[config.mk]
export PLATFORM = sky130hd
export DESIGN_NAME = fetch_align
export DESIGN_NICKNAME = d
export VERILOG_FILES = /design/src/verilog/icache_pkg.sv /design/src/verilog/fetch_align.sv
export SDC_FILE = /design/constraint.sdc
export NUM_CORES = 1
export LEC_CHECK = 0
export BUFFER_PORTS_ARGS = -buffer_cell sky130_fd_sc_hd__buf_2
export CAP_MARGIN = 20
export CORE_ASPECT_RATIO = 0.8
export CORE_MARGIN = 4
export CORE_UTILIZATION = 36
export DETAILED_ROUTE_END_ITERATION = 6
export GPL_ROUTABILITY_DRIVEN = 0
export GPL_TIMING_DRIVEN = 0
export PLACE_DENSITY_LB_ADDON = 0.1
export SETUP_SLACK_MARGIN = 0.1
export SLEW_MARGIN = 20
export SYNTH_ARGS = -nofsm -noshare
export SYNTH_HDL_FRONTEND = slang
export SYNTH_SLANG_ARGS = --single-unit
[constraint.sdc]
create_clock -name clk -period 1.65 [get_ports clk]
set_clock_uncertainty 0.1 [all_clocks]
set_input_delay 0.2475 -clock clk [delete_from_list [all_inputs] [get_ports clk]]
set_output_delay 0.2475 -clock clk [all_outputs]
set_load 0.05 [all_outputs]
[src/verilog/icache_pkg.sv]
`default_nettype none

package icache_pkg;

  // bus and fetch widths
  localparam int ADDR_W = 32;
  localparam int WORD_W = 32;

  // address split: tag | line index | block offset
  localparam int OFFSET_W = 6;
  localparam int INDEX_W  = 7;
  localparam int TAG_W    = ADDR_W - INDEX_W - OFFSET_W;

  // 64 byte line holds sixteen 32-bit words
  localparam int WORD_IDX_W     = OFFSET_W - 2;
  localparam int WORDS_PER_LINE = 1 << WORD_IDX_W;

  // 128 lines, 8 KB in total
  localparam int NUM_LINES = 1 << INDEX_W;

  // address field types shared by lookup, controller and data array
  typedef logic [INDEX_W-1:0]    line_idx_t;
  typedef logic [WORD_IDX_W-1:0] word_idx_t;
  typedef logic [TAG_W-1:0]      tag_t;

  // controller states
  // RESET is held for one cycle after rst drops
  typedef enum logic [2:0] {
    RESET,
    IDLE,
    LOOKUP,
    REFILL,
    UNCACHED_READ
  } ctrl_state_t;

  // bus transfer size code, 4 means 32 bits per beat
  localparam logic [3:0] SIZE_WORD = 4'd4;

  // addi x0, x0, 0
  // returned in place of an all-zero fetch result
  localparam logic [WORD_W-1:0] NOP_INST = 32'h0000_0013;

endpackage

`default_nettype wire

[src/verilog/fetch_align.sv]
`default_nettype none

module fetch_align (
  input  wire                               clk,
  input  wire                               rst,
  input  wire                               half_i,
  input  wire [icache_pkg::WORD_W-1:0]      rd_word_i,
  input  wire [icache_pkg::WORD_W-1:0]      rd_next_i,
  input  wire                               hit_done_i,
  input  wire                               uncached_done_i,
  input  wire [icache_pkg::WORD_W-1:0]      uncached_data_i,
  output logic [icache_pkg::WORD_W-1:0]     fetch_data_o,
  output logic                              fetch_data_valid_o
);

  logic [15:0]                   cur_half;
  logic [15:0]                   up_half;
  logic                          is_32bit;
  logic [icache_pkg::WORD_W-1:0] aligned;
  logic [icache_pkg::WORD_W-1:0] cached_data;
  logic                          unc_valid_q;
  logic [icache_pkg::WORD_W-1:0] unc_data_q;

  // halfword at the fetch address
  assign cur_half = half_i ? rd_word_i[31:16] : rd_word_i[15:0];

  // halfword right above it, from the next word when in the upper half
  assign up_half = half_i ? rd_next_i[15:0] : rd_word_i[31:16];

  // low bits 11 mark a 32-bit instruction
  assign is_32bit = (cur_half[1:0] == 2'b11);

  assign aligned = is_32bit ? {up_half, cur_half} : {16'h0000, cur_half};

  // all zero result turns into a no-op
  assign cached_data = (aligned == '0) ? icache_pkg::NOP_INST : aligned;

  // uncached word held for one cycle
  always_ff @(posedge clk) begin
    if (rst) begin
      unc_valid_q <= 1'b0;
    end else begin
      unc_valid_q <= uncached_done_i;
    end
  end

  always_ff @(posedge clk) begin
    if (uncached_done_i) begin
      unc_data_q <= uncached_data_i;
    end
  end

  // raw bus word passes unchanged
  assign fetch_data_o       = unc_valid_q ? unc_data_q : cached_data;
  assign fetch_data_valid_o = hit_done_i || unc_valid_q;

endmodule

`default_nettype wire

Word-level counts from Yosys, hierarchy flattened
Cells that the tools add are included.
Word-level totals
  input port bits: 101
  output and inout port bits: 33
  register bits: 33
Operators by class
  reductions and logical operators: 2
  equality and inequality tests: 1
  muxes and demuxes: 5
Operators by type and width (count)
  32-bit two-way mux: 3
  32-bit zero test: 1
  16-bit two-way mux: 2
  2-bit equality test, second input constant: 1
  1-bit logical OR: 1

Depth between registers and ports, before layout
  depth in word-level cells: 6
  depth in mapped cells: 6
  depth with buffers taken out: 4

Least setup slack after synthesis
No wires, ideal clock.
  path kind: input to output
  start: input half_i
  end: output fetch_data_o[19] (netlist bit)
  data arrival time: 2.220 ns
  cell stages on the path: 6
  setup slack: -0.918 ns
  required time: 1.302 ns
  cells stage by stage: buf_4 > mux2i_1 > or3_1 > buf_2 > buf_6 > o21ai_0
On the way
  cells in the longest elaborated chain, start to end: 6
  elaborated cells between the ends (all ways): 7
  those cells by class: eq/ne (1); mux (5); reduce/logical (1)
RTL lines
  from (decl): RTL line fetch_align.sv:6  | input wire half_i,
  16-bit two-way mux: RTL line fetch_align.sv:25  | assign cur_half = half_i ? rd_word_i[31:16] : rd_word_i[15:0];
  2-bit equality test: RTL line fetch_align.sv:31  | assign is_32bit = (cur_half[1:0] == 2'b11);
  32-bit two-way mux *: RTL line fetch_align.sv:33  | assign aligned = is_32bit ? {up_half, cur_half} : {16'h0000, cur_half};
  32-bit zero test: RTL line fetch_align.sv:36  | assign cached_data = (aligned == '0) ? icache_pkg::NOP_INST : aligned;
  32-bit two-way mux *: RTL line fetch_align.sv:36
  32-bit two-way mux *: RTL line fetch_align.sv:54  | assign fetch_data_o = unc_valid_q ? unc_data_q : cached_data;
  to (decl): RTL line fetch_align.sv:12  | output logic [icache_pkg::WORD_W-1:0] fetch_data_o,
Every way passes the cells marked *; elsewhere a longest branch is shown, timed or not.

Worst setup path after layout
  start: input rd_word_i[26] (netlist bit)
  end: output fetch_data_o[0] (netlist bit)
On the way
  cells in the longest elaborated chain, start to end: 5
  elaborated cells between the ends (all ways): 6
  those cells by class: mux (5); reduce/logical (1)
RTL lines
  from (decl): RTL line fetch_align.sv:7  | input wire [icache_pkg::WORD_W-1:0] rd_word_i,
  16-bit two-way mux, on equally long branches: RTL line fetch_align.sv:25, fetch_align.sv:28
  32-bit two-way mux *: RTL line fetch_align.sv:33
  32-bit zero test *: RTL line fetch_align.sv:36
  32-bit two-way mux *: RTL line fetch_align.sv:36
  32-bit two-way mux *: RTL line fetch_align.sv:54
Marked as above.

==> flow_summary_export.csv <==
group,metric,value,unit
run_status,status,"complete, but fails checks",
run_status,violations,"negative setup slack",
layout,drive_gt1_frac,0.673,
cts,cts_tree,"done",
critical_path,cp_common_cell,"buf_8",
timing,setup_viol,33,
synthesis,syn_area_per_cell,11.1,um^2
synthesis,postSynthCellCount,161,
critical_path,slowest_delay,0.40,ns
global_routing,antenna_found_initial,0,
pwr,power_density,813,nW/um^2
timing,max_freq,0.511,GHz
synthesis,ys_seq_elements,33,
place,portBuffers,116,
routing,drt_iter0_markers,62,
synthesis,ys_types,24,
die,die_y,71.0,um
flow_run,cap_violations,0,
routing,post_drt_wl_per_cell,17.6,um
cts,cts_sinks,33,
pwr,seqPwrFrac,0.365,
layout,n_antenna_cell,0,
die,rows,22,
timing,worst_pin_slew,0.737,ns
pwr,p_leak,1.49,nW
routing,first_pass_iters,4,
routing,ant_nets,0,
timing,slew_violations,0,
timing,relSlewSlack,0.509,
critical_path,crit_family,"compound AO/OA/AOI/OAI gates",
synthesis,synth-seq-area-share,0.549,
die,initial_core_util,0.382,
cts,clkSlewWorstSetupHoldPaths,0.07,ns
pwr,power.internal,0.00187,W
die,die-area,6170,um^2
place,dpl_worst_slack,-0.477,ns
critical_path,crit_type,"in -> out",
pwr,switching_power,0.000905,W
min_path,hp-class,"in -> reg",
synthesis,syn-num-nets,262,
place,dp_hpwl,4560,um
min_path,holdPathStages,1,
global_routing,grt_usage,0.193,
cts,cts_buffer_depth,2,
critical_path,critical_path_required,1.30,ns
critical_path,worstSetupEndpointType,"primary output",
cts,root_buffer,"clkbuf_8",
layout,area_growth,90.8,%
routing,drt-total-wl,6280,um
pwr,p_sw_frac,0.326,
global_routing,gr-total-overflow,0,
die,coreArea,4680,um^2
critical_path,worstPathArrival,1.61,ns
layout,postLayoutCoreUtil,0.729,
synthesis,yosysWarnings,0,
timing,period_share,1.19,
pwr,clkPwrFrac,0.274,
timing,fin_crit,1.96,ns
critical_path,crit_path_cell_trace,"buf_8, nand2b_4, or4_4, a221o_1, a21bo_4, buf_8",
timing,hold_ws,0.0346,ns
routing,viasPerCell,5.03,
die,io_pins,134,
cts,cts_buffers,5,
critical_path,cp_max_fo,3,
global_routing,grt_max_degree,34,
timing,timing.final.hold_violations,0,
routing,remaining_drc_errors,0,
global_routing,grt_pass1_wl,9070,um
timing,setup_ws,-0.306,ns
die,die_x,86.8,um
critical_path,start_kind,"input port",
critical_path,slowest_stage,"or4_4",
critical_path,critPathBufInv,2,
min_path,min_to,"unc_data_q[27]",
min_path,hold_start,"uncached_data_i[27]",
pwr,comb_power_share,0.360,
cts,cts_max_level,2,
layout,fin_nets,397,
global_routing,grt_pass1_vias,1772,
timing,rsz0062_at_grt,"yes",
routing,num_vias,1795,
synthesis,syn_area,1790,um^2
pwr,ir_worst_vdd,0.000662,V
[power groups by stage]
stage | combinational, W | sequential, W | clock [W]
finish | 0.000999 | 0.00101 | 0.000761
CTS | 0.000947 | 0.00101 | 0.000771
global route | 0.00105 | 0.00102 | 0.000822
detailed placement | 0.000758 | 0.00103 | 0
floorplan | 0.000520 | 0.00102 | 0
global placement | 0.000753 | 0.00103 | 0
[metal layers]
metal / GRT usage / share of wire / vias to the layer above
li1: - / - / 867
met1: 0.263 / 0.44 / 839
met2: 0.299 / 0.48 / 81
met3: 0.0547 / 0.074 / 8
met4: 0.0536 / 0.013 / 0
met5: 0 / 0 / -
[placed cells by master, fill, tap and decap left out]
| master | netlist | routed |
|---|---|---|
| a21bo_4 | 0 | 2 |
| a221o_1 | 1 | 1 |
| buf_12 | 0 | 5 |
| buf_2 | 3 | 81 |
| buf_4 | 2 | 6 |
| buf_6 | 1 | 32 |
| buf_8 | 0 | 7 |
| bufinv_16 | 0 | 1 |
| clkbuf_16 | 0 | 4 |
| clkbuf_4 | 0 | 3 |
| clkbuf_8 | 0 | 5 |
| clkinv_4 | 0 | 1 |
| clkinvlp_4 | 0 | 1 |
| dfxtp_4 | 0 | 1 |
| dlygate4sd3_1 | 0 | 1 |
| edfxtp_1 | 32 | 32 |
| mux2_2 | 1 | 1 |
| mux2i_1 | 32 | 32 |
| nand2_1 | 31 | 18 |
| nand2_2 | 0 | 12 |
| nand2_4 | 0 | 1 |
| nand2b_1 | 5 | 4 |
| nand2b_4 | 0 | 1 |
| nand4_1 | 2 | 2 |
| nor2_1 | 3 | 3 |
| nor2b_1 | 1 | 1 |
| nor3_1 | 3 | 3 |
| nor4_2 | 0 | 1 |
| nor4_4 | 0 | 2 |
| nor4b_2 | 0 | 1 |
| o21ai_2 | 0 | 13 |
| o21ai_4 | 0 | 16 |
| or2_4 | 0 | 1 |
| or3_4 | 0 | 1 |
| or4_4 | 0 | 1 |
[kinds of logic (layout without fill, tap and decap cells)]
kind of cell / Yosys count / in the layout / share of synthesized area
mux: 33 / 33 / 0.185
compound gates: 32 / 32 / 0.0980
flops: 33 / 33 / 0.549
buf+inv: 11 / 147 / 0.0336
simple gates: 52 / 52 / 0.134
[state kept, by name (all words and copies together), names as in the netlist]
name         count
unc_valid_q      1
unc_data_q      32
[layout make-up]
cell class                 instances  area (um^2)
sequential                        33          985
buffer                            11          160
fill                             324         1270
multi-input combinational        117         1090
timing repair buffer             128          988
clock inverter                     3         46.3
tap                               60         75.1
clock buffer                       5         68.8
[how the worst max path moves through the flow]
stage	startpoint	endpoint	depth (start not counted)
finish	rd_word_i[26]	fetch_data_o[0]	6
global route	rd_word_i[26]	fetch_data_o[0]	6
CTS	unc_valid_q	fetch_data_o[21]	5
detailed placement	unc_valid_q	fetch_data_o[21]	5
global placement	rd_word_i[18]	fetch_data_o[1]	6
floorplan	half_i	fetch_data_o[19]	6
[cell usage after synthesis]
cell type  number  area share
o21ai_1         2      0.0056
buf_2           3      0.0084
mux2_2          1      0.0063
dfxtp_1         1       0.011
buf_4           2      0.0084
nor2_1          3      0.0063
edfxtp_1       32        0.54
nand2_1        31       0.065
nor3_1          3      0.0084
nor4b_1         1      0.0049
or3_1           1      0.0035
nor4_1          3       0.010
a221o_1         1      0.0056
mux2i_1        32        0.18
or4_1           1      0.0042
or2_2           1      0.0035
nand4_1         2      0.0070
nand2b_1        5       0.017
nor2b_1         1      0.0035
clkbuf_1        4      0.0084
o21ai_0        27       0.076
buf_6           1      0.0063
buf_1           1      0.0021
a21bo_2         2       0.011
[timing repair]
item,CTS,global route
setup buffers,5,3
pin swaps,1,8
endpoints found under the setup margin,33,33
gates resized for setup,108,18
cloned,0,3
hold buffers,1,0
hold endpoints to repair,1,0
[metrics by stage]
| stage | total power, W | std cells | TNS (ns) | instance area, um^2 |
|---|---|---|---|---|
| finish | 0.00277 | 357 | -5.89 | 3410 |
| detailed placement | 0.00179 | 337 | -10.83 | 2670 |
| global route | 0.00289 | 357 | -7.36 | 3410 |
| floorplan | 0.00154 | 161 | -3.14 | 2010 |
| global placement | 0.00178 | 337 | -10.06 | 2670 |
| CTS | 0.00273 | 351 | -6.72 | 3250 |
(Power assumes the default switching activity.)
