`config.mk`:
```
export PLATFORM = sky130hd
export DESIGN_NAME = icache_refill_ctrl_flat
export DESIGN_NICKNAME = d
export VERILOG_FILES = /design/src/verilog/icache_pkg.sv /design/src/verilog/refill_wr_if.sv /design/src/verilog/icache_refill_ctrl.sv /design/src/flat_wrapper.sv
export SDC_FILE = /design/constraint.sdc
export NUM_CORES = 1
export LEC_CHECK = 0
export ABC_AREA = 1
export BUFFER_PORTS_ARGS = -buffer_cell sky130_fd_sc_hd__buf_2
export CAP_MARGIN = 20
export CORE_AREA = 2 2 76 78
export CTS_CLUSTER_SIZE = 16
export DETAILED_ROUTE_END_ITERATION = 8
export DIE_AREA = 0 0 78 80
export GPL_TIMING_DRIVEN = 1
export PLACE_DENSITY = 0.92
export REMOVE_ABC_BUFFERS = 1
export SLEW_MARGIN = 20
export SYNTH_ARGS = -nofsm -noshare
export SYNTH_HDL_FRONTEND = slang
export SYNTH_SLANG_ARGS = --single-unit
```
`constraint.sdc`:
```
create_clock -name clk -period 3.7 [get_ports clk]
set_input_delay 0.37 -clock clk [delete_from_list [all_inputs] [get_ports clk]]
set_output_delay 0.37 -clock clk [all_outputs]
set_load 0.005 [all_outputs]
```
`src/verilog/icache_pkg.sv`:
```
`default_nettype none

package icache_pkg;

  // bus and fetch widths
  localparam int ADDR_W = 32;
  localparam int WORD_W = 32;

  // address split: tag | line index | block offset
  localparam int OFFSET_W = 6;
  localparam int INDEX_W  = 7;
  localparam int TAG_W    = ADDR_W - INDEX_W - OFFSET_W;

  // 64 byte line holds sixteen 32-bit words
  localparam int WORD_IDX_W     = OFFSET_W - 2;
  localparam int WORDS_PER_LINE = 1 << WORD_IDX_W;

  // 128 lines, 8 KB in total
  localparam int NUM_LINES = 1 << INDEX_W;

  // address field types shared by lookup, controller and data array
  typedef logic [INDEX_W-1:0]    line_idx_t;
  typedef logic [WORD_IDX_W-1:0] word_idx_t;
  typedef logic [TAG_W-1:0]      tag_t;

  // controller states
  // RESET is held for one cycle after rst drops
  typedef enum logic [2:0] {
    RESET,
    IDLE,
    LOOKUP,
    REFILL,
    UNCACHED_READ
  } ctrl_state_t;

  // bus transfer size code, 4 means 32 bits per beat
  localparam logic [3:0] SIZE_WORD = 4'd4;

  // addi x0, x0, 0
  // returned in place of an all-zero fetch result
  localparam logic [WORD_W-1:0] NOP_INST = 32'h0000_0013;

endpackage

`default_nettype wire

```
`src/verilog/refill_wr_if.sv`:
```
`default_nettype none

// refill write path, one word per cycle with wr_en high
// no acknowledge, the array always accepts
interface refill_wr_if;

  logic                             wr_en;
  icache_pkg::line_idx_t            wr_line;
  icache_pkg::word_idx_t            wr_word;
  logic [icache_pkg::WORD_W-1:0]    wr_data;

  // controller side
  modport master (
    output wr_en,
    output wr_line,
    output wr_word,
    output wr_data
  );

  // data array side
  modport slave (
    input wr_en,
    input wr_line,
    input wr_word,
    input wr_data
  );

endinterface

`default_nettype wire
```
`src/verilog/icache_refill_ctrl.sv`:
```
`default_nettype none

module icache_refill_ctrl (
  input  wire                               clk,
  input  wire                               rst,
  input  wire                               fetch_valid_i,
  input  wire                               hit_i,
  input  wire                               uncached_i,
  input  wire icache_pkg::tag_t             tag_i,
  input  wire icache_pkg::line_idx_t        line_i,
  input  wire icache_pkg::word_idx_t        addr_word_i,
  output logic                              capture_o,
  output logic                              tag_write_o,
  output logic                              hit_done_o,
  output logic                              uncached_done_o,
  output logic [icache_pkg::WORD_W-1:0]     uncached_data_o,
  output logic [icache_pkg::ADDR_W-1:0]     mem_addr_o,
  output logic                              mem_addr_valid_o,
  output logic [7:0]                        mem_len_o,
  output logic [3:0]                        mem_size_o,
  input  wire                               mem_rdata_ready_i,
  input  wire [icache_pkg::WORD_W-1:0]      mem_rdata_i,
  refill_wr_if.master                       wr
);

  localparam icache_pkg::word_idx_t LAST_WORD =
    icache_pkg::word_idx_t'(icache_pkg::WORDS_PER_LINE - 1);

  icache_pkg::ctrl_state_t state_q;
  icache_pkg::word_idx_t   beat_cnt_q;
  logic                    mem_valid_q;
  logic                    beat;
  logic                    last_beat;
  logic                    start_bus;

  // one beat per cycle with valid and ready both high
  assign beat = mem_valid_q && mem_rdata_ready_i;

  // final beat of either transfer kind
  assign last_beat = beat && ((state_q == icache_pkg::REFILL && beat_cnt_q == LAST_WORD) ||
                              state_q == icache_pkg::UNCACHED_READ);

  // lookup cycle that misses or lands in uncached space
  assign start_bus = (state_q == icache_pkg::LOOKUP) && !hit_i;

  always_ff @(posedge clk) begin
    if (rst) begin
      state_q     <= icache_pkg::RESET;
      beat_cnt_q  <= '0;
      mem_valid_q <= 1'b0;
    end else begin
      case (state_q)
        icache_pkg::RESET: begin
          state_q <= icache_pkg::IDLE;
        end
        icache_pkg::IDLE: begin
          if (fetch_valid_i) begin
            state_q <= icache_pkg::LOOKUP;
          end
        end
        icache_pkg::LOOKUP: begin
          if (hit_i) begin
            state_q <= icache_pkg::IDLE;
          end else if (uncached_i) begin
            state_q     <= icache_pkg::UNCACHED_READ;
            mem_valid_q <= 1'b1;
          end else begin
            state_q     <= icache_pkg::REFILL;
            mem_valid_q <= 1'b1;
            beat_cnt_q  <= '0;
          end
        end
        icache_pkg::REFILL: begin
          if (last_beat) begin
            // retry the lookup, which now hits
            state_q     <= icache_pkg::LOOKUP;
            mem_valid_q <= 1'b0;
          end else if (beat) begin
            beat_cnt_q <= beat_cnt_q + 1'b1;
          end
        end
        icache_pkg::UNCACHED_READ: begin
          if (last_beat) begin
            state_q     <= icache_pkg::IDLE;
            mem_valid_q <= 1'b0;
          end
        end
        default: begin
          state_q <= icache_pkg::IDLE;
        end
      endcase
    end
  end

  // request fields held for the whole transfer
  always_ff @(posedge clk) begin
    if (start_bus) begin
      mem_size_o <= icache_pkg::SIZE_WORD;
      if (uncached_i) begin
        // word aligned single beat
        mem_addr_o <= {tag_i, line_i, addr_word_i, 2'b00};
        mem_len_o  <= 8'd0;
      end else begin
        // line aligned burst of 16
        mem_addr_o <= {tag_i, line_i, {icache_pkg::OFFSET_W{1'b0}}};
        mem_len_o  <= 8'(icache_pkg::WORDS_PER_LINE - 1);
      end
    end
  end

  assign mem_addr_valid_o = mem_valid_q;

  // request accepted when idle
  assign capture_o = (state_q == icache_pkg::IDLE) && fetch_valid_i;

  assign hit_done_o  = (state_q == icache_pkg::LOOKUP) && hit_i;
  assign tag_write_o = last_beat && (state_q == icache_pkg::REFILL);

  // bus word handed over with the done pulse
  assign uncached_done_o = last_beat && (state_q == icache_pkg::UNCACHED_READ);
  assign uncached_data_o = mem_rdata_i;

  // refill write, one word per beat at the counted slot
  assign wr.wr_en   = beat && (state_q == icache_pkg::REFILL);
  assign wr.wr_line = line_i;
  assign wr.wr_word = beat_cnt_q;
  assign wr.wr_data = mem_rdata_i;

  a_valid_held: assert property (
    @(posedge clk) disable iff (rst)
    mem_addr_valid_o && !last_beat |=> mem_addr_valid_o
  ) else $error("bus valid dropped before final beat");

  a_req_stable: assert property (
    @(posedge clk) disable iff (rst)
    mem_addr_valid_o && !mem_rdata_ready_i |=>
      $stable(mem_addr_o) && $stable(mem_len_o) && $stable(mem_size_o)
  ) else $error("bus request changed while waiting for ready");

endmodule

`default_nettype wire

```
`src/flat_wrapper.sv`:
```
// flat-port wrapper written by rule: the top's interface ports become plain ports
module icache_refill_ctrl_flat 
  (clk, rst, fetch_valid_i, hit_i, uncached_i, tag_i, line_i, addr_word_i, capture_o, tag_write_o, hit_done_o, uncached_done_o, uncached_data_o, mem_addr_o, mem_addr_valid_o, mem_len_o, mem_size_o, mem_rdata_ready_i, mem_rdata_i, wr_wr_en, wr_wr_line, wr_wr_word, wr_wr_data);
  refill_wr_if wr_i ();
  input  wire clk;
  input  wire rst;
  input  wire fetch_valid_i;
  input  wire hit_i;
  input  wire uncached_i;
  input  wire icache_pkg::tag_t tag_i;
  input  wire icache_pkg::line_idx_t line_i;
  input  wire icache_pkg::word_idx_t addr_word_i;
  output logic capture_o;
  output logic tag_write_o;
  output logic hit_done_o;
  output logic uncached_done_o;
  output logic [icache_pkg::WORD_W-1:0] uncached_data_o;
  output logic [icache_pkg::ADDR_W-1:0] mem_addr_o;
  output logic mem_addr_valid_o;
  output logic [7:0] mem_len_o;
  output logic [3:0] mem_size_o;
  input  wire mem_rdata_ready_i;
  input  wire [icache_pkg::WORD_W-1:0] mem_rdata_i;
  output wire logic [$bits(wr_i.wr_en)-1:0] wr_wr_en;
  output wire logic [$bits(wr_i.wr_line)-1:0] wr_wr_line;
  output wire logic [$bits(wr_i.wr_word)-1:0] wr_wr_word;
  output wire logic [$bits(wr_i.wr_data)-1:0] wr_wr_data;
  assign wr_wr_en = wr_i.wr_en;
  assign wr_wr_line = wr_i.wr_line;
  assign wr_wr_word = wr_i.wr_word;
  assign wr_wr_data = wr_i.wr_data;
  icache_refill_ctrl u_core (.clk(clk), .rst(rst), .fetch_valid_i(fetch_valid_i), .hit_i(hit_i), .uncached_i(uncached_i), .tag_i(tag_i), .line_i(line_i), .addr_word_i(addr_word_i), .capture_o(capture_o), .tag_write_o(tag_write_o), .hit_done_o(hit_done_o), .uncached_done_o(uncached_done_o), .uncached_data_o(uncached_data_o), .mem_addr_o(mem_addr_o), .mem_addr_valid_o(mem_addr_valid_o), .mem_len_o(mem_len_o), .mem_size_o(mem_size_o), .mem_rdata_ready_i(mem_rdata_ready_i), .mem_rdata_i(mem_rdata_i), .wr(wr_i));
endmodule
```
=== Yosys cells after proc, flatten, opt, wreduce, memory -nomap -nowiden ===
Cells that the tools add are included.
Widths: inputs -> output; s select.

* Flip-flop bits (word level): 48
* Input bits: 68
* Output and inout bits: 125

* Add/subtract/negate cells: 1
* Equal/unequal tests: 13
* Mux-type cells: 15
* Reduce and logical (&&, ||, !) cells: 17

{| class="wikitable"
|+ Operators with widths
! cell !! number
|-
| $mux 4 || 5
|-
| $mux 3 || 5
|-
| $pmux 3 s4 || 1
|-
| $logic_and 1x1->1 || 9
|-
| $ne 2x1->1 const B || 4
|-
| $ne 2x2->1 const B || 4
|-
| $pmux 4 s2 || 1
|-
| $eq 3x2->1 const B || 2
|-
| $reduce_and 3->1 || 2
|-
| $reduce_and 5->1 || 1
|-
| $add 4x1->4 const B || 1
|-
| $eq 4x4->1 const B || 1
|-
| $reduce_bool 2->1 || 2
|-
| $eq 3x1->1 const B || 1
|-
| $eq 3x3->1 const B || 1
|-
| $mux 1 || 2
|-
| $pmux 1 s2 || 1
|-
| $reduce_or 2->1 || 1
|-
| $logic_not 1->1 || 1
|-
| $logic_or 1x1->1 || 1
|}

=== Depth between registers and ports, before layout ===
Gate-level depths: netlist of the first run.

* Depth after elaboration: 6
* Depth in mapped cells: 8

=== Least setup slack after synthesis of the first run ===
No wires, ideal clock.

* Path kind: reg2reg
* Start: register u_core.state_q[1]
* End: register u_core.mem_addr_o[10] (netlist name) (enable)
* Arrival time: 1919 ps
* Data required time: 3279 ps
* Slack: 1361 ps
* Cell stages (with the launch flop): 3
* Cells stage by stage: dfxtp_1 > nand3_2 > nor2_1

* Cells in the longest elaborated chain, start to end: 2

{| class="wikitable"
|+ Ends and longest elaborated chain
! item !! RTL line !! text
|-
| from (decl) || icache_refill_ctrl.sv:29 || <nowiki>icache_pkg::ctrl_state_t state_q;</nowiki>
|-
| from (signal assigned) || icache_refill_ctrl.sv:48 || <nowiki>state_q <= icache_pkg::RESET;</nowiki>
|-
| from (signal assigned) || icache_refill_ctrl.sv:54 || <nowiki>state_q <= icache_pkg::IDLE;</nowiki>
|-
| from (signal assigned) || icache_refill_ctrl.sv:58 || <nowiki>state_q <= icache_pkg::LOOKUP;</nowiki>
|-
| $eq 3x2->1 || icache_refill_ctrl.sv:44 || <nowiki>assign start_bus = (state_q == icache_pkg::LOOKUP) && !hit_i;</nowiki>
|-
| $logic_and 1x1->1 || icache_refill_ctrl.sv:44 ||
|-
| net u_core.start_bus || icache_refill_ctrl.sv:34 || <nowiki>logic start_bus;</nowiki>
|-
| to (signal assigned) || icache_refill_ctrl.sv:101 || <nowiki>mem_addr_o <= {tag_i, line_i, addr_word_i, 2'b00};</nowiki>
|-
| to (signal assigned) || icache_refill_ctrl.sv:105 || <nowiki>mem_addr_o <= {tag_i, line_i, {icache_pkg::OFFSET_W{1'b0}}};</nowiki>
|-
| to (decl) || icache_refill_ctrl.sv:17 || <nowiki>output logic [icache_pkg::ADDR_W-1:0] mem_addr_o,</nowiki>
|}

The timed path passes the listed nets, and every way through them passes these cells.
A chain may end at the register's enable or synchronous reset.

=== Worst setup path after layout of the first run ===
* Start: register u_core.beat_cnt_q[0], in the netlist u_core.wr.wr_word[0]
* End: output port tag_write_o

* Cells in the longest elaborated chain, start to end: 5

{| class="wikitable"
|+ Ends and longest elaborated chain
! item !! RTL line !! text
|-
| from (decl) || icache_refill_ctrl.sv:30 || <nowiki>icache_pkg::word_idx_t beat_cnt_q;</nowiki>
|-
| from (signal assigned) || icache_refill_ctrl.sv:79 || <nowiki>beat_cnt_q <= beat_cnt_q + 1'b1;</nowiki>
|-
| $eq 4x4->1 || icache_refill_ctrl.sv:40 || <nowiki>assign last_beat = beat && ((state_q == icache_pkg::REFILL && beat_cnt_q == LAST_WORD) ||</nowiki>
|-
| $logic_and 1x1->1 || icache_refill_ctrl.sv:40 ||
|-
| $logic_or 1x1->1 || icache_refill_ctrl.sv:40 ||
|-
| $logic_and 1x1->1 || icache_refill_ctrl.sv:40 ||
|-
| $logic_and 1x1->1 || icache_refill_ctrl.sv:117 || <nowiki>assign tag_write_o = last_beat && (state_q == icache_pkg::REFILL);</nowiki>
|-
| to (decl) || flat_wrapper.sv:14 || <nowiki>output logic tag_write_o;</nowiki>
|}

Every way passes these cells.

==> results of run 1 <==
## power by group through the flow
stage / Combinational (W) / Sequential (W) / Clock [W]
2_1_floorplan: 0.0000439 / 0.000517 / 0
3_3_place_gp: 0.0000960 / 0.000514 / 0
3_5_place_dp: 0.0000990 / 0.000515 / 0
4_1_cts: 0.0000995 / 0.000505 / 0.000348
5_1_grt: 0.000111 / 0.000508 / 0.000375
6_report: 0.0000999 / 0.000505 / 0.000338
## cell families (layout without fill, tap and decap cells)
logic type | count (synthesis) | after routing | synth area share, %
buffers and inverters | 106 | 116 | 33.3
AND/OR/NAND/NOR | 57 | 57 | 12.6
flip-flops | 39 | 39 | 50.9
AO/OA/AOI/OAI | 9 | 9 | 2.34
other | 2 | 10 | 0.350
adder cells (fa/ha/maj) | 1 | 1 | 0.584
## state kept, by name, indices dropped and copies added (netlist names)
register	count
u_core.mem_addr_o	30
u_core.mem_addr_valid_o	1
u_core.mem_len_o	1
u_core.state_q	3
u_core.wr.wr_word	4
## placed cells by master (no fill, tap or decap)
cell | synthesis | final
inv_1 | 16 | 16
o21ai_1 | 2 | 2
nand4_1 | 1 | 1
nor2_4 | 1 | 2
a21oi_1 | 5 | 5
nand3_1 | 8 | 8
clkbuf_8 | 0 | 5
ha_1 | 1 | 1
inv_2 | 5 | 5
clkinv_2 | 0 | 1
edfxtp_1 | 31 | 31
nand4_2 | 1 | 1
nor2_2 | 1 | 1
nand2_1 | 23 | 23
nand3b_1 | 4 | 4
dfxtp_1 | 8 | 8
nor2_1 | 15 | 14
buf_2 | 0 | 86
clkinv_1 | 1 | 2
conb_1 | 2 | 10
nor3_1 | 2 | 2
nand3_2 | 1 | 1
bufinv_16 | 0 | 1
o211ai_1 | 1 | 1
a21boi_1 | 1 | 1
## cell type report
| cell class | count | area [um2] | area share (%) |
|---|---|---|---|
| clock buffers | 5 | 68.8 | 3.16 |
| clock inverters | 3 | 38.8 | 1.78 |
| well taps | 72 | 90.1 | 4.14 |
| multi-input cells | 77 | 377 | 17.3 |
| repair buffers | 86 | 430 | 19.8 |
| flip-flops and latches | 39 | 1090 | 50.1 |
| inverters | 22 | 82.6 | 3.79 |
## critical path: cells and delay by family, from the launching register on
kind                       cells  cell delay [ns]
buffers and inverters          2             0.18
DFF                            1             0.40
and+or+nand+nor                2             0.37
adders and majority gates      1             0.22
## layer usage
| layer | track usage [%] | up-vias |
|---|---|---|
| li1 | - | 622 |
| met1 | 17.8 | 625 |
| met2 | 36.4 | 172 |
| met3 | 22.5 | 14 |
| met4 | 12.5 | 0 |
| met5 | 4.55 | - |
## per-stage QoR
stage	util, %	total power (W)	setup slack, ns	cells
after floorplan	-	0.000561	1.36	138
after global placement	38.3	0.000611	2.03	296
after detailed placement	38.3	0.000614	2.03	296
after CTS	40.3	0.000952	1.86	304
after global routing	40.3	0.000993	1.75	304
final	40.3	0.000943	1.86	304
## how the worst min path moves through the flow
stage / to
finish: u_core.mem_addr_o[20]
CTS: u_core.mem_addr_o[20]
global route: u_core.mem_addr_o[13]
floorplan: u_core.mem_addr_valid_o
global placement: u_core.mem_addr_valid_o
detailed placement: u_core.mem_addr_valid_o
==> key figures, run 1 <==
Logic synthesis
  – Synthesized cell area: around 2100 um2
  – Post-synth top area cell: edfxtp_1
  – Post-synthesis sequential element count: 39
  – Yosys warns: 0
  – Top cell type's share of synthesized area: a little over two fifths
  – Async set-reset flop share out of synthesis: 0%
  – Top cells by area, synth: edfxtp_1 43%, buf_4 29%, dfxtp_1 7.5%
  – EDFF count, synth: 31
  – Distinct cells, synth: 22
  – Seq/Total Area, Yosys: between 50 and 60%
  – Cells after Synth: 214
  – Post-Syn Area per Cell: 10.0 um2
  – Count leader, synth: buf_4
  – Dominant synthesized flop cell: edfxtp_1
  – Post-synth top cells: 84 x buf_4, 31 x edfxtp_1, 23 x nand2_1, 16 x inv_1, 15 x nor2_1

Clock tree
  – Max Buffers Root-to-Sink: 2
  – CTS root buf: clkbuf_8
  – CTS buffer count: 5
  – TritonCTS sink count: 39
  – Hold_buf cts: 0
  – Cts repair resizes: 0
  – Skew-Pair Late Insertion Delay: 0.28 ns
  – CTS tree: done
  – H-tree levels: 2
  – Clk slew on worst S/H paths: 0.08 ns
  – Setup Buffers After CTS: 0

Setup path
  – FF-to-FF End: u_core.mem_addr_o[22]
  – Worst-path maximum fanout: 5
  – Startpoint Class: flop
  – Critical Path Max Stage Delay: 0.40 ns
  – CP endpoint: tag_write_o
  – Flop2flop setup slack: 1.97 ns
  – Beginning of the critical path: u_core.wr.wr_word[0]
  – Critical Path, Cell by Cell: ha_1 > nand3_1 > nand3b_1 > inv_1 > buf_2
  – Kind of critical path: reg2out
  – Cell count of the worst reg-to-reg path: 2
  – CP max stage cell: dfxtp_1
  – WP data arrival: 1.47 ns
  – Worst EP required: roughly 3.3 ns
  – Critical R2R Launch: u_core.state_q[1]
  – Worst Setup End Kind: output pin

Pwr
  – Power per Cell Area: approximately 430 nW/um2
  – Maximum vdd ir drop: 0.138 mV
  – Int Power: around 0.00073 W
  – Leak: approximately 1.1 nW
  – Logic pwr share: a little over a tenth
  – Clock power frac: roughly 36%
  – Switching power of the nets: roughly 0.00021 W
  – Sw frac: 22.3%
  – Reg power frac: 53.6%

Layout
  – Final Instance Area: 2180 um2
  – # nets final: 300
  – Number of fill cells in the layout: 547
  – Synthesis-to-finish area growth: 1.63%
  – Ratio of cells with drive above 1 in the final layout: 44.4%
  – Ant diodes: 0

GRT
  – Largest net degree at the start of global routing: 33
  – Global-route wire length before repair: 9400 um
  – Overall Global Routing Usage: 23.0%
  – GR Overflow Total: 0
  – Initial antenna violation count: 0
  – Vias in the first global route: 1,335

Hold path
  – Hold_sp: tag_i[7]
  – Hold path depth: 1
  – Hold Crit Class: in2reg

Place
  – Placer Congestion: 0.890
  – Placed cell area: slightly above 2000 um2
  – DP Wirelength: 6360 um
  – Buffers added on ports: 86

Timing
  – Clk_skew: 0.00970 ns
  – Worst-margin pin slew: 0.857 ns
  – RSZ-0062 raised after global routing: false
  – Setup_tns: 0 ns
  – Rel. slew slack: between 40% and 50%
  – Fin. Hold Viols: 0
  – Tcrit/Tclk final: between 40% and 50%
  – Max-slew violations: 0
  – Setup violators final: 0
  – Worst hold slack: 0.258 ns
  – F_max: 545 MHz
  – Period minus WS final: ~1.8 ns

Drt
  – DR WL met2: approximately 3400 um
  – # DRC: 0
  – Total Wirelength: approximately 7300 um
  – Via count: 1,433
  – Max layer used: met4
  – Via/cell ratio: 4.71
  – DRT Pass-1 Iters: 6
  – Metal-1 WL: a little over 2000 um
  – First DRT Iteration DRCs: 55
  – WL per Instance: 24.1 um
  – WL met3: ~1500 um
  – Routed Antenna Nets: 0

Outcome
  – Outcome: finished, final reports clean

Die
  – Row cnt: 27
  – CORE AREA: 5410 um2
  – Die area: between 6000 and 7000 um2
  – I/O pins: approximately 190
  – Initial core utilization: 39.7%
  – Die height: 80 um
  – Die W: 78 um

Run
  – Max cap viols: 0
Note: power is estimated with default switching activity, not from simulation.
==> run 2: changes to the inputs <==
--- a/config.mk
+++ b/config.mk
@@ -8,12 +8,12 @@
 export ABC_AREA = 1
 export BUFFER_PORTS_ARGS = -buffer_cell sky130_fd_sc_hd__buf_2
 export CAP_MARGIN = 20
-export CORE_AREA = 2 2 76 78
+export CORE_AREA = 2 2 79 81
 export CTS_CLUSTER_SIZE = 16
 export DETAILED_ROUTE_END_ITERATION = 8
-export DIE_AREA = 0 0 78 80
+export DIE_AREA = 0 0 81 83
 export GPL_TIMING_DRIVEN = 1
-export PLACE_DENSITY = 0.92
+export PLACE_DENSITY = 0.86
 export REMOVE_ABC_BUFFERS = 1
 export SLEW_MARGIN = 20
 export SYNTH_ARGS = -nofsm -noshare
==> constraint.sdc (replaced) <==
create_clock -name clk -period 1.7 [get_ports clk]
set_input_delay 0.17 -clock clk [delete_from_list [all_inputs] [get_ports clk]]
set_output_delay 0.17 -clock clk [all_outputs]
set_load 0.005 [all_outputs]
==> run 2 against run 1 <==
Compared with the run above:
- total power grew 120%
- clock skew decreased by 0.0030 ns
- largest cell class unchanged
- sequential power up 120%
- critical path type unchanged
- via count is 1.4% higher
- wire length is 2.5% higher
- largest power group unchanged
- combinational power grew 120%
- clock power grew 120%
- global-route usage shrank 0.91 points
- non-clock buffer count up 1
==> key figures, run 2 (same netlist as run 1, synthesis figures left out) <==
Pwr
  – Maximum vdd ir drop: 0.438 mV (was 0.138 mV)
  – Switching power of the nets: 0.000459 W (was 0.000210 W)
  – Int Power: 0.00160 W (was 0.000733 W)
  – Leak: 1.09 nW (about the same)
  – Power per Cell Area: 937 nW/um2 (was 433 nW/um2)
  – Reg power frac: 53.5% (was 53.6%)
  – Logic pwr share: 10.7% (was 10.6%)
  – Clock power frac: 35.8% (about the same)
  – Sw frac: 22.3% (about the same)

Layout
  – Max reg flops: 30 (unchanged)
  – Ratio of cells with drive above 1 in the final layout: 45.5% (was 44.4%)
  – # nets final: 301 (was 300)
  – Most common cell after layout, fill and taps aside: buf_2 (unchanged)
  – Ant diodes: 0 (unchanged)
  – Most flops, register: u_core.mem_addr_o (unchanged)
  – Commonest cells after routing, fill and taps aside: 86 x buf_2, 31 x edfxtp_1, 23 x nand2_1 (unchanged)
  – Layout Cells excl Fill: 308 (was 304)
  – Final Instance Area: 2200 um2 (was 2180 um2)
  – Final core utilization: 37.8% (was 40.3%)
  – Synthesis-to-finish area growth: 2.63% (was 1.63%)

Timing
  – F_max: 647 MHz
  – Fin. Hold Viols: 0 (unchanged)
  – Period minus WS final: 1.55 ns
  – Post-route setup slack: 0.154 ns (was 1.86 ns)
  – Clk_skew: 0.00667 ns (was 0.00970 ns)
  – Max-slew violations: 0 (unchanged)
  – RSZ-0062 raised after global routing: false (unchanged)
  – Setup violators final: 0 (unchanged)
  – Tcrit/Tclk final: approximately nine tenths

Place
  – Placer Congestion: 0.881 (was 0.890)
  – Placed cell count: 300 (was 296)
  – Buffers added on ports: 86 (unchanged)
  – DP Wirelength: 6520 um (was 6360 um)
  – Placed cell area: 2090 um2 (was 2070 um2)
  – Pre-CTS WS: 0.415 ns (was 2.03 ns)

Die
  – Initial core utilization: 36.9% (was 39.7%)
  – Die height: 83 um (was 80 um)
  – Die area: 6720 um2 (was 6240 um2)
  – I/O pins: 193 (unchanged)
  – Die W: 81 um (was 78 um)
  – CORE AREA: 5820 um2 (was 5410 um2)
  – Row cnt: 28 (was 27)

GRT
  – Largest net degree at the start of global routing: 33 (unchanged)
  – Initial antenna violation count: 0 (unchanged)
  – Global-route wire length before repair: 9910 um (was 9400 um)
  – Overall Global Routing Usage: 22.0% (was 23.0%)
  – GR Overflow Total: 0 (unchanged)
  – Vias in the first global route: 1,374 (was 1,335)

Clock tree
  – H-tree levels: 2 (unchanged)
  – CTS tree: done (unchanged)
  – TritonCTS sink count: 39 (unchanged)
  – Clk slew on worst S/H paths: 0.08 ns (about the same)
  – Skew-Pair Late Insertion Delay: 0.28 ns (about the same)
  – CTS root buf: clkbuf_8 (unchanged)
  – CTS buffer count: 5 (unchanged)
  – Setup Buffers After CTS: 0 (unchanged)
  – Max Buffers Root-to-Sink: 2 (unchanged)

Setup path
  – Startpoint Class: flop (unchanged)
  – Critical R2R Launch: u_core.wr.wr_word[0] (was u_core.state_q[1])
  – Cell count of the worst reg-to-reg path: 5 (was 2)
  – Worst EP required: 1.53 ns (was 3.33 ns)
  – Worst Setup End Kind: output pin (unchanged)
  – Worst-path maximum fanout: 4 (was 5)
  – Flop2flop setup slack: 0.45 ns (was 1.97 ns)
  – WP data arrival: 1.38 ns (was 1.47 ns)
  – FF-to-FF End: u_core.wr.wr_word[1] (was u_core.mem_addr_o[22])
  – Kind of critical path: reg2out (unchanged)

Hold path
  – Hold path depth: 1 (unchanged)
  – Min-Delay Endpoint: u_core.mem_addr_o[14] (was u_core.mem_addr_o[20])
  – Hold_sp: tag_i[1] (was tag_i[7])
  – Hold Crit Class: in2reg (unchanged)

Run
  – Max cap viols: 0 (unchanged)

Drt
  – Via/cell ratio: 4.72 (was 4.71)
  – Routed Antenna Nets: 0 (unchanged)
  – # DRC: 0 (unchanged)
  – Via count: 1,453 (was 1,433)
  – First DRT Iteration DRCs: 107 (was 55)
  – WL per Instance: 24.4 um (was 24.1 um)
  – Total Wirelength: 7520 um (was 7330 um)
  – DRT Pass-1 Iters: 4 (was 6)

Outcome
  – Outcome: finished, final reports clean (unchanged)
## run 2: worst max-delay path by stage
stage | start | to | slack, ns
2_1_floorplan | u_core.state_q[1] | u_core.mem_addr_o[10] | -0.64
3_3_place_gp | u_core.state_q[1] | u_core.mem_addr_o[20] | 0.44
3_5_place_dp | u_core.wr.wr_word[0] | tag_write_o | 0.42
4_1_cts | u_core.wr.wr_word[0] | tag_write_o | 0.09
5_1_grt | u_core.state_q[2] | tag_write_o | 0.02
6_report | u_core.wr.wr_word[1] | tag_write_o | 0.15
## run 2: area by class of cell
type,instances,area [um2]
clock buffers,5,68.8
clock inverters,3,38.8
fillers,596,3620
inverters,22,82.6
multi-input cells,77,372
flip-flops and latches,39,1090
well taps,75,93.8
repair buffers,87,450
## run 2: power groups by stage
stage	registers (W)	logic (W)	clock network [W]
4_1_cts	0.00110	0.000221	0.000756
3_5_place_dp	0.00112	0.000220	0
2_1_floorplan	0.00112	0.0000956	0
3_3_place_gp	0.00112	0.000215	0
6_report	0.00110	0.000220	0.000739
5_1_grt	0.00111	0.000250	0.000800
## run 2: what timing repair did
item / in CTS / in global routing
endpoints found under the hold margin: 0 / 0
gates resized for setup: 0 / 2
endpoints found under the setup margin: 0 / 1
hold buffers: 0 / 0
## run 2: routing by layer
metal	part of all wire [%]	GRT usage (%)	vias to the layer above
met5	1.0	12.5	-
met2	44	34.3	176
met4	7.4	12.6	4
li1	-	-	624
met3	22	23.4	23
met1	25	14.9	626
## run 2: through the flow
stage | power (W) | TNS [ns] | hold slack [ns]
2_1_floorplan | 0.00122 | -20.37 | 0.239
3_3_place_gp | 0.00134 | 0 | 0.340
3_5_place_dp | 0.00134 | 0 | 0.340
4_1_cts | 0.00208 | 0 | 0.0494
5_1_grt | 0.00216 | 0 | 0.0429
6_report | 0.00206 | 0 | 0.0580
## run 2: critical path: stages (launching register included)
cell,delay (ns)
dfxtp_1,0.37
ha_1,0.20
nand3_1,0.14
nand3b_1,0.21
inv_1,0.07
buf_2,0.10
==> run 3: changes to the inputs <==
--- a/config.mk
+++ b/config.mk
@@ -8,12 +8,14 @@
 export ABC_AREA = 1
 export BUFFER_PORTS_ARGS = -buffer_cell sky130_fd_sc_hd__buf_2
 export CAP_MARGIN = 20
-export CORE_AREA = 2 2 79 81
+export CELL_PAD_IN_SITES_DETAIL_PLACEMENT = 0
+export CELL_PAD_IN_SITES_GLOBAL_PLACEMENT = 1
+export CORE_AREA = 2 2 96 98
 export CTS_CLUSTER_SIZE = 16
 export DETAILED_ROUTE_END_ITERATION = 8
-export DIE_AREA = 0 0 81 83
+export DIE_AREA = 0 0 98 100
 export GPL_TIMING_DRIVEN = 1
-export PLACE_DENSITY = 0.86
+export PLACE_DENSITY = 0.85
 export REMOVE_ABC_BUFFERS = 1
 export SLEW_MARGIN = 20
 export SYNTH_ARGS = -nofsm -noshare
==> run 3 against run 2 <==
Compared with the run above:
- final area increased by 1.0%
- global-route usage decreased by 9.5 points
- highest routed layer unchanged
- largest cell class unchanged
- die area increased by 46%
==> key figures, run 3 (same netlist as run 1, synthesis figures left out) <==
Setup path
  – WP data arrival: 1.40 ns (was 1.38 ns)
  – Worst Setup End Kind: output pin (unchanged)
  – Cell count of the worst reg-to-reg path: 6 (was 5)
  – Worst EP required: 1.53 ns (about the same)
  – Critical Path Max Stage Delay: 0.39 ns (was 0.37 ns)
  – Kind of critical path: reg2out (unchanged)
  – Beginning of the critical path: u_core.wr.wr_word[0] (was u_core.wr.wr_word[1])
  – Critical Path, Cell by Cell: ha_1 > nand3_1 > nand3b_1 > inv_1 > buf_2 (unchanged)
  – Critical R2R Launch: u_core.wr.wr_word[0] (unchanged)
  – Startpoint Class: flop (unchanged)
  – Worst-path maximum fanout: 5 (was 4)
  – CP max stage cell: dfxtp_1 (unchanged)
  – Flop2flop setup slack: 0.41 ns (was 0.45 ns)
  – FF-to-FF End: u_core.state_q[1] (was u_core.wr.wr_word[1])

Clock tree
  – H-tree levels: 2 (unchanged)
  – Clk slew on worst S/H paths: 0.07 ns (was 0.08 ns)
  – Max Buffers Root-to-Sink: 2 (unchanged)
  – Hold_buf cts: 0 (unchanged)
  – CTS tree: done (unchanged)
  – Setup Buffers After CTS: 0 (unchanged)
  – Skew-Pair Late Insertion Delay: 0.28 ns (about the same)
  – CTS root buf: clkbuf_8 (unchanged)
  – CTS buffer count: 5 (unchanged)
  – TritonCTS sink count: 39 (unchanged)

Drt
  – Via/cell ratio: 4.21 (was 4.72)
  – First DRT Iteration DRCs: 63 (was 107)
  – DR WL met2: 2400 um (was 3290 um)
  – # DRC: 0 (unchanged)
  – Metal-1 WL: 2580 um (was 1910 um)
  – WL per Instance: 18.8 um (was 24.4 um)
  – WL met3: 1340 um (was 1690 um)
  – Routed Antenna Nets: 0 (unchanged)
  – Via count: 1,447 (was 1,453)
  – Total Wirelength: 6460 um (was 7520 um)
  – DRT Pass-1 Iters: 4 (unchanged)
  – Max layer used: met5 (unchanged)

Layout
  – Ratio of cells with drive above 1 in the final layout: 44.6% (was 45.5%)
  – Number of fill cells in the layout: 943 (was 596)
  – Commonest cells after routing, fill and taps aside: 86 x buf_2, 31 x edfxtp_1, 23 x nand2_1 (unchanged)
  – Ant diodes: 0 (unchanged)
  – Final Instance Area: 2220 um2 (was 2200 um2)
  – Synthesis-to-finish area growth: 3.68% (was 2.63%)
  – # nets final: 301 (unchanged)
  – Most common cell after layout, fill and taps aside: buf_2 (unchanged)
  – Most flops, register: u_core.mem_addr_o (unchanged)
  – Max reg flops: 30 (unchanged)

Hold path
  – Min-Delay Endpoint: u_core.mem_addr_o[23] (was u_core.mem_addr_o[14])
  – Hold Crit Class: in2reg (unchanged)
  – Hold_sp: tag_i[10] (was tag_i[1])
  – Hold path depth: 1 (unchanged)

Timing
  – Clk_skew: 0.00834 ns (was 0.00667 ns)
  – Setup violators final: 0 (unchanged)
  – Max-slew violations: 0 (unchanged)
  – RSZ-0062 raised after global routing: false (unchanged)
  – Fin. Hold Viols: 0 (unchanged)
  – Worst hold slack: 0.0627 ns (was 0.0580 ns)
  – Period minus WS final: 1.57 ns (was 1.55 ns)
  – Tcrit/Tclk final: 92.5% (was 90.9%)
  – F_max: 636 MHz (was 647 MHz)

Place
  – Placed cell area: 2140 um2 (was 2090 um2)
  – Buffers added on ports: 86 (unchanged)
  – Placer Congestion: 0.801 (was 0.881)
  – DP Wirelength: 5340 um (was 6520 um)

Die
  – Die height: 100 um (was 83 um)
  – CORE AREA: 8890 um2 (was 5820 um2)
  – Initial core utilization: 24.1% (was 36.9%)
  – Die W: 98 um (was 81 um)
  – Row cnt: 35 (was 28)
  – Die area: 9800 um2 (was 6720 um2)
  – I/O pins: 193 (unchanged)

Run
  – Max cap viols: 0 (unchanged)

GRT
  – Global-route wire length before repair: 8860 um (was 9910 um)
  – Vias in the first global route: 1,324 (was 1,374)
  – GR Overflow Total: 0 (unchanged)
  – Largest net degree at the start of global routing: 33 (unchanged)
  – Overall Global Routing Usage: 12.5% (was 22.0%)
  – Initial antenna violation count: 0 (unchanged)

Pwr
  – Maximum vdd ir drop: 0.263 mV (was 0.438 mV)
  – Leak: 1.08 nW (was 1.09 nW)
  – Power per Cell Area: 857 nW/um2 (was 937 nW/um2)

Outcome
  – Outcome: finished, final reports clean (unchanged)
==> run 3: cell count changes in the layout (fill, tap and decap cells not counted), sizes merged <==
cell / delta
clkinv: -1
clkbuf: +2
bufinv: -1
==> run 3: worst max-delay path: cells and delay by family (launching register included) <==
kind | cells | cell delay, ns
flops | 1 | 0.39
fa+ha+maj | 1 | 0.20
buf+inv | 2 | 0.17
simple gates | 2 | 0.36
==> run 3: timing repair <==
action	in CTS	in global routing
endpoints found under the hold margin	0	0
resized for setup	0	1
setup endpoints to repair	0	1
==> run 3: metal layers <==
layer,up-vias,GRT usage [%]
li1,621,-
met3,16,12.6
met1,656,14.1
met5,-,8.21
met2,152,15.2
met4,2,3.85
==> run 3: where the power goes <==
part | total [W] | leakage (nW) | switching [W] | internal (W)
clock | 0.000582 | 0.0422 | 0.000294 | 0.000288
combinational | 0.000221 | 0.691 | 0.000124 | 0.0000963
sequential | 0.00110 | 0.348 | 0.0000253 | 0.00108
==> run 3: how the worst max path moves through the flow <==
stage | end | slack, ns | depth (start not counted)
2_1_floorplan | u_core.mem_addr_o[10] | -0.64 | 2
3_3_place_gp | u_core.mem_addr_o[13] | 0.43 | 3
3_5_place_dp | u_core.mem_addr_o[9] | 0.41 | 3
4_1_cts | tag_write_o | 0.11 | 5
5_1_grt | tag_write_o | 0.02 | 5
6_report | tag_write_o | 0.13 | 5
==> run 3: final cells by class <==
cell class              instances  area [um2]  area share [%]
clock buffers                   7        76.3            3.43
flip-flops and latches         39        1090            49.2
well taps                     111         139            6.25
multi-input cells              77         377            16.9
inverters                      22        82.6            3.72
repair buffers                 87         450            20.3
clock inverters                 1        5.00           0.225
==> run 3: through the flow <==
| step | cells | setup slack [ns] | TNS (ns) | total power, W | util (%) |
|---|---|---|---|---|---|
| final | 344 | 0.127 | 0 | 0.00190 | 25.0 |
| after global routing | 344 | 0.0155 | 0 | 0.00202 | 25.0 |
| after CTS | 344 | 0.109 | 0 | 0.00195 | 25.0 |
| after detailed placement | 336 | 0.408 | 0 | 0.00135 | 24.1 |
| after global placement | 336 | 0.430 | 0 | 0.00134 | 24.1 |
| after floorplan | 138 | -0.639 | -20.37 | 0.00122 | - |
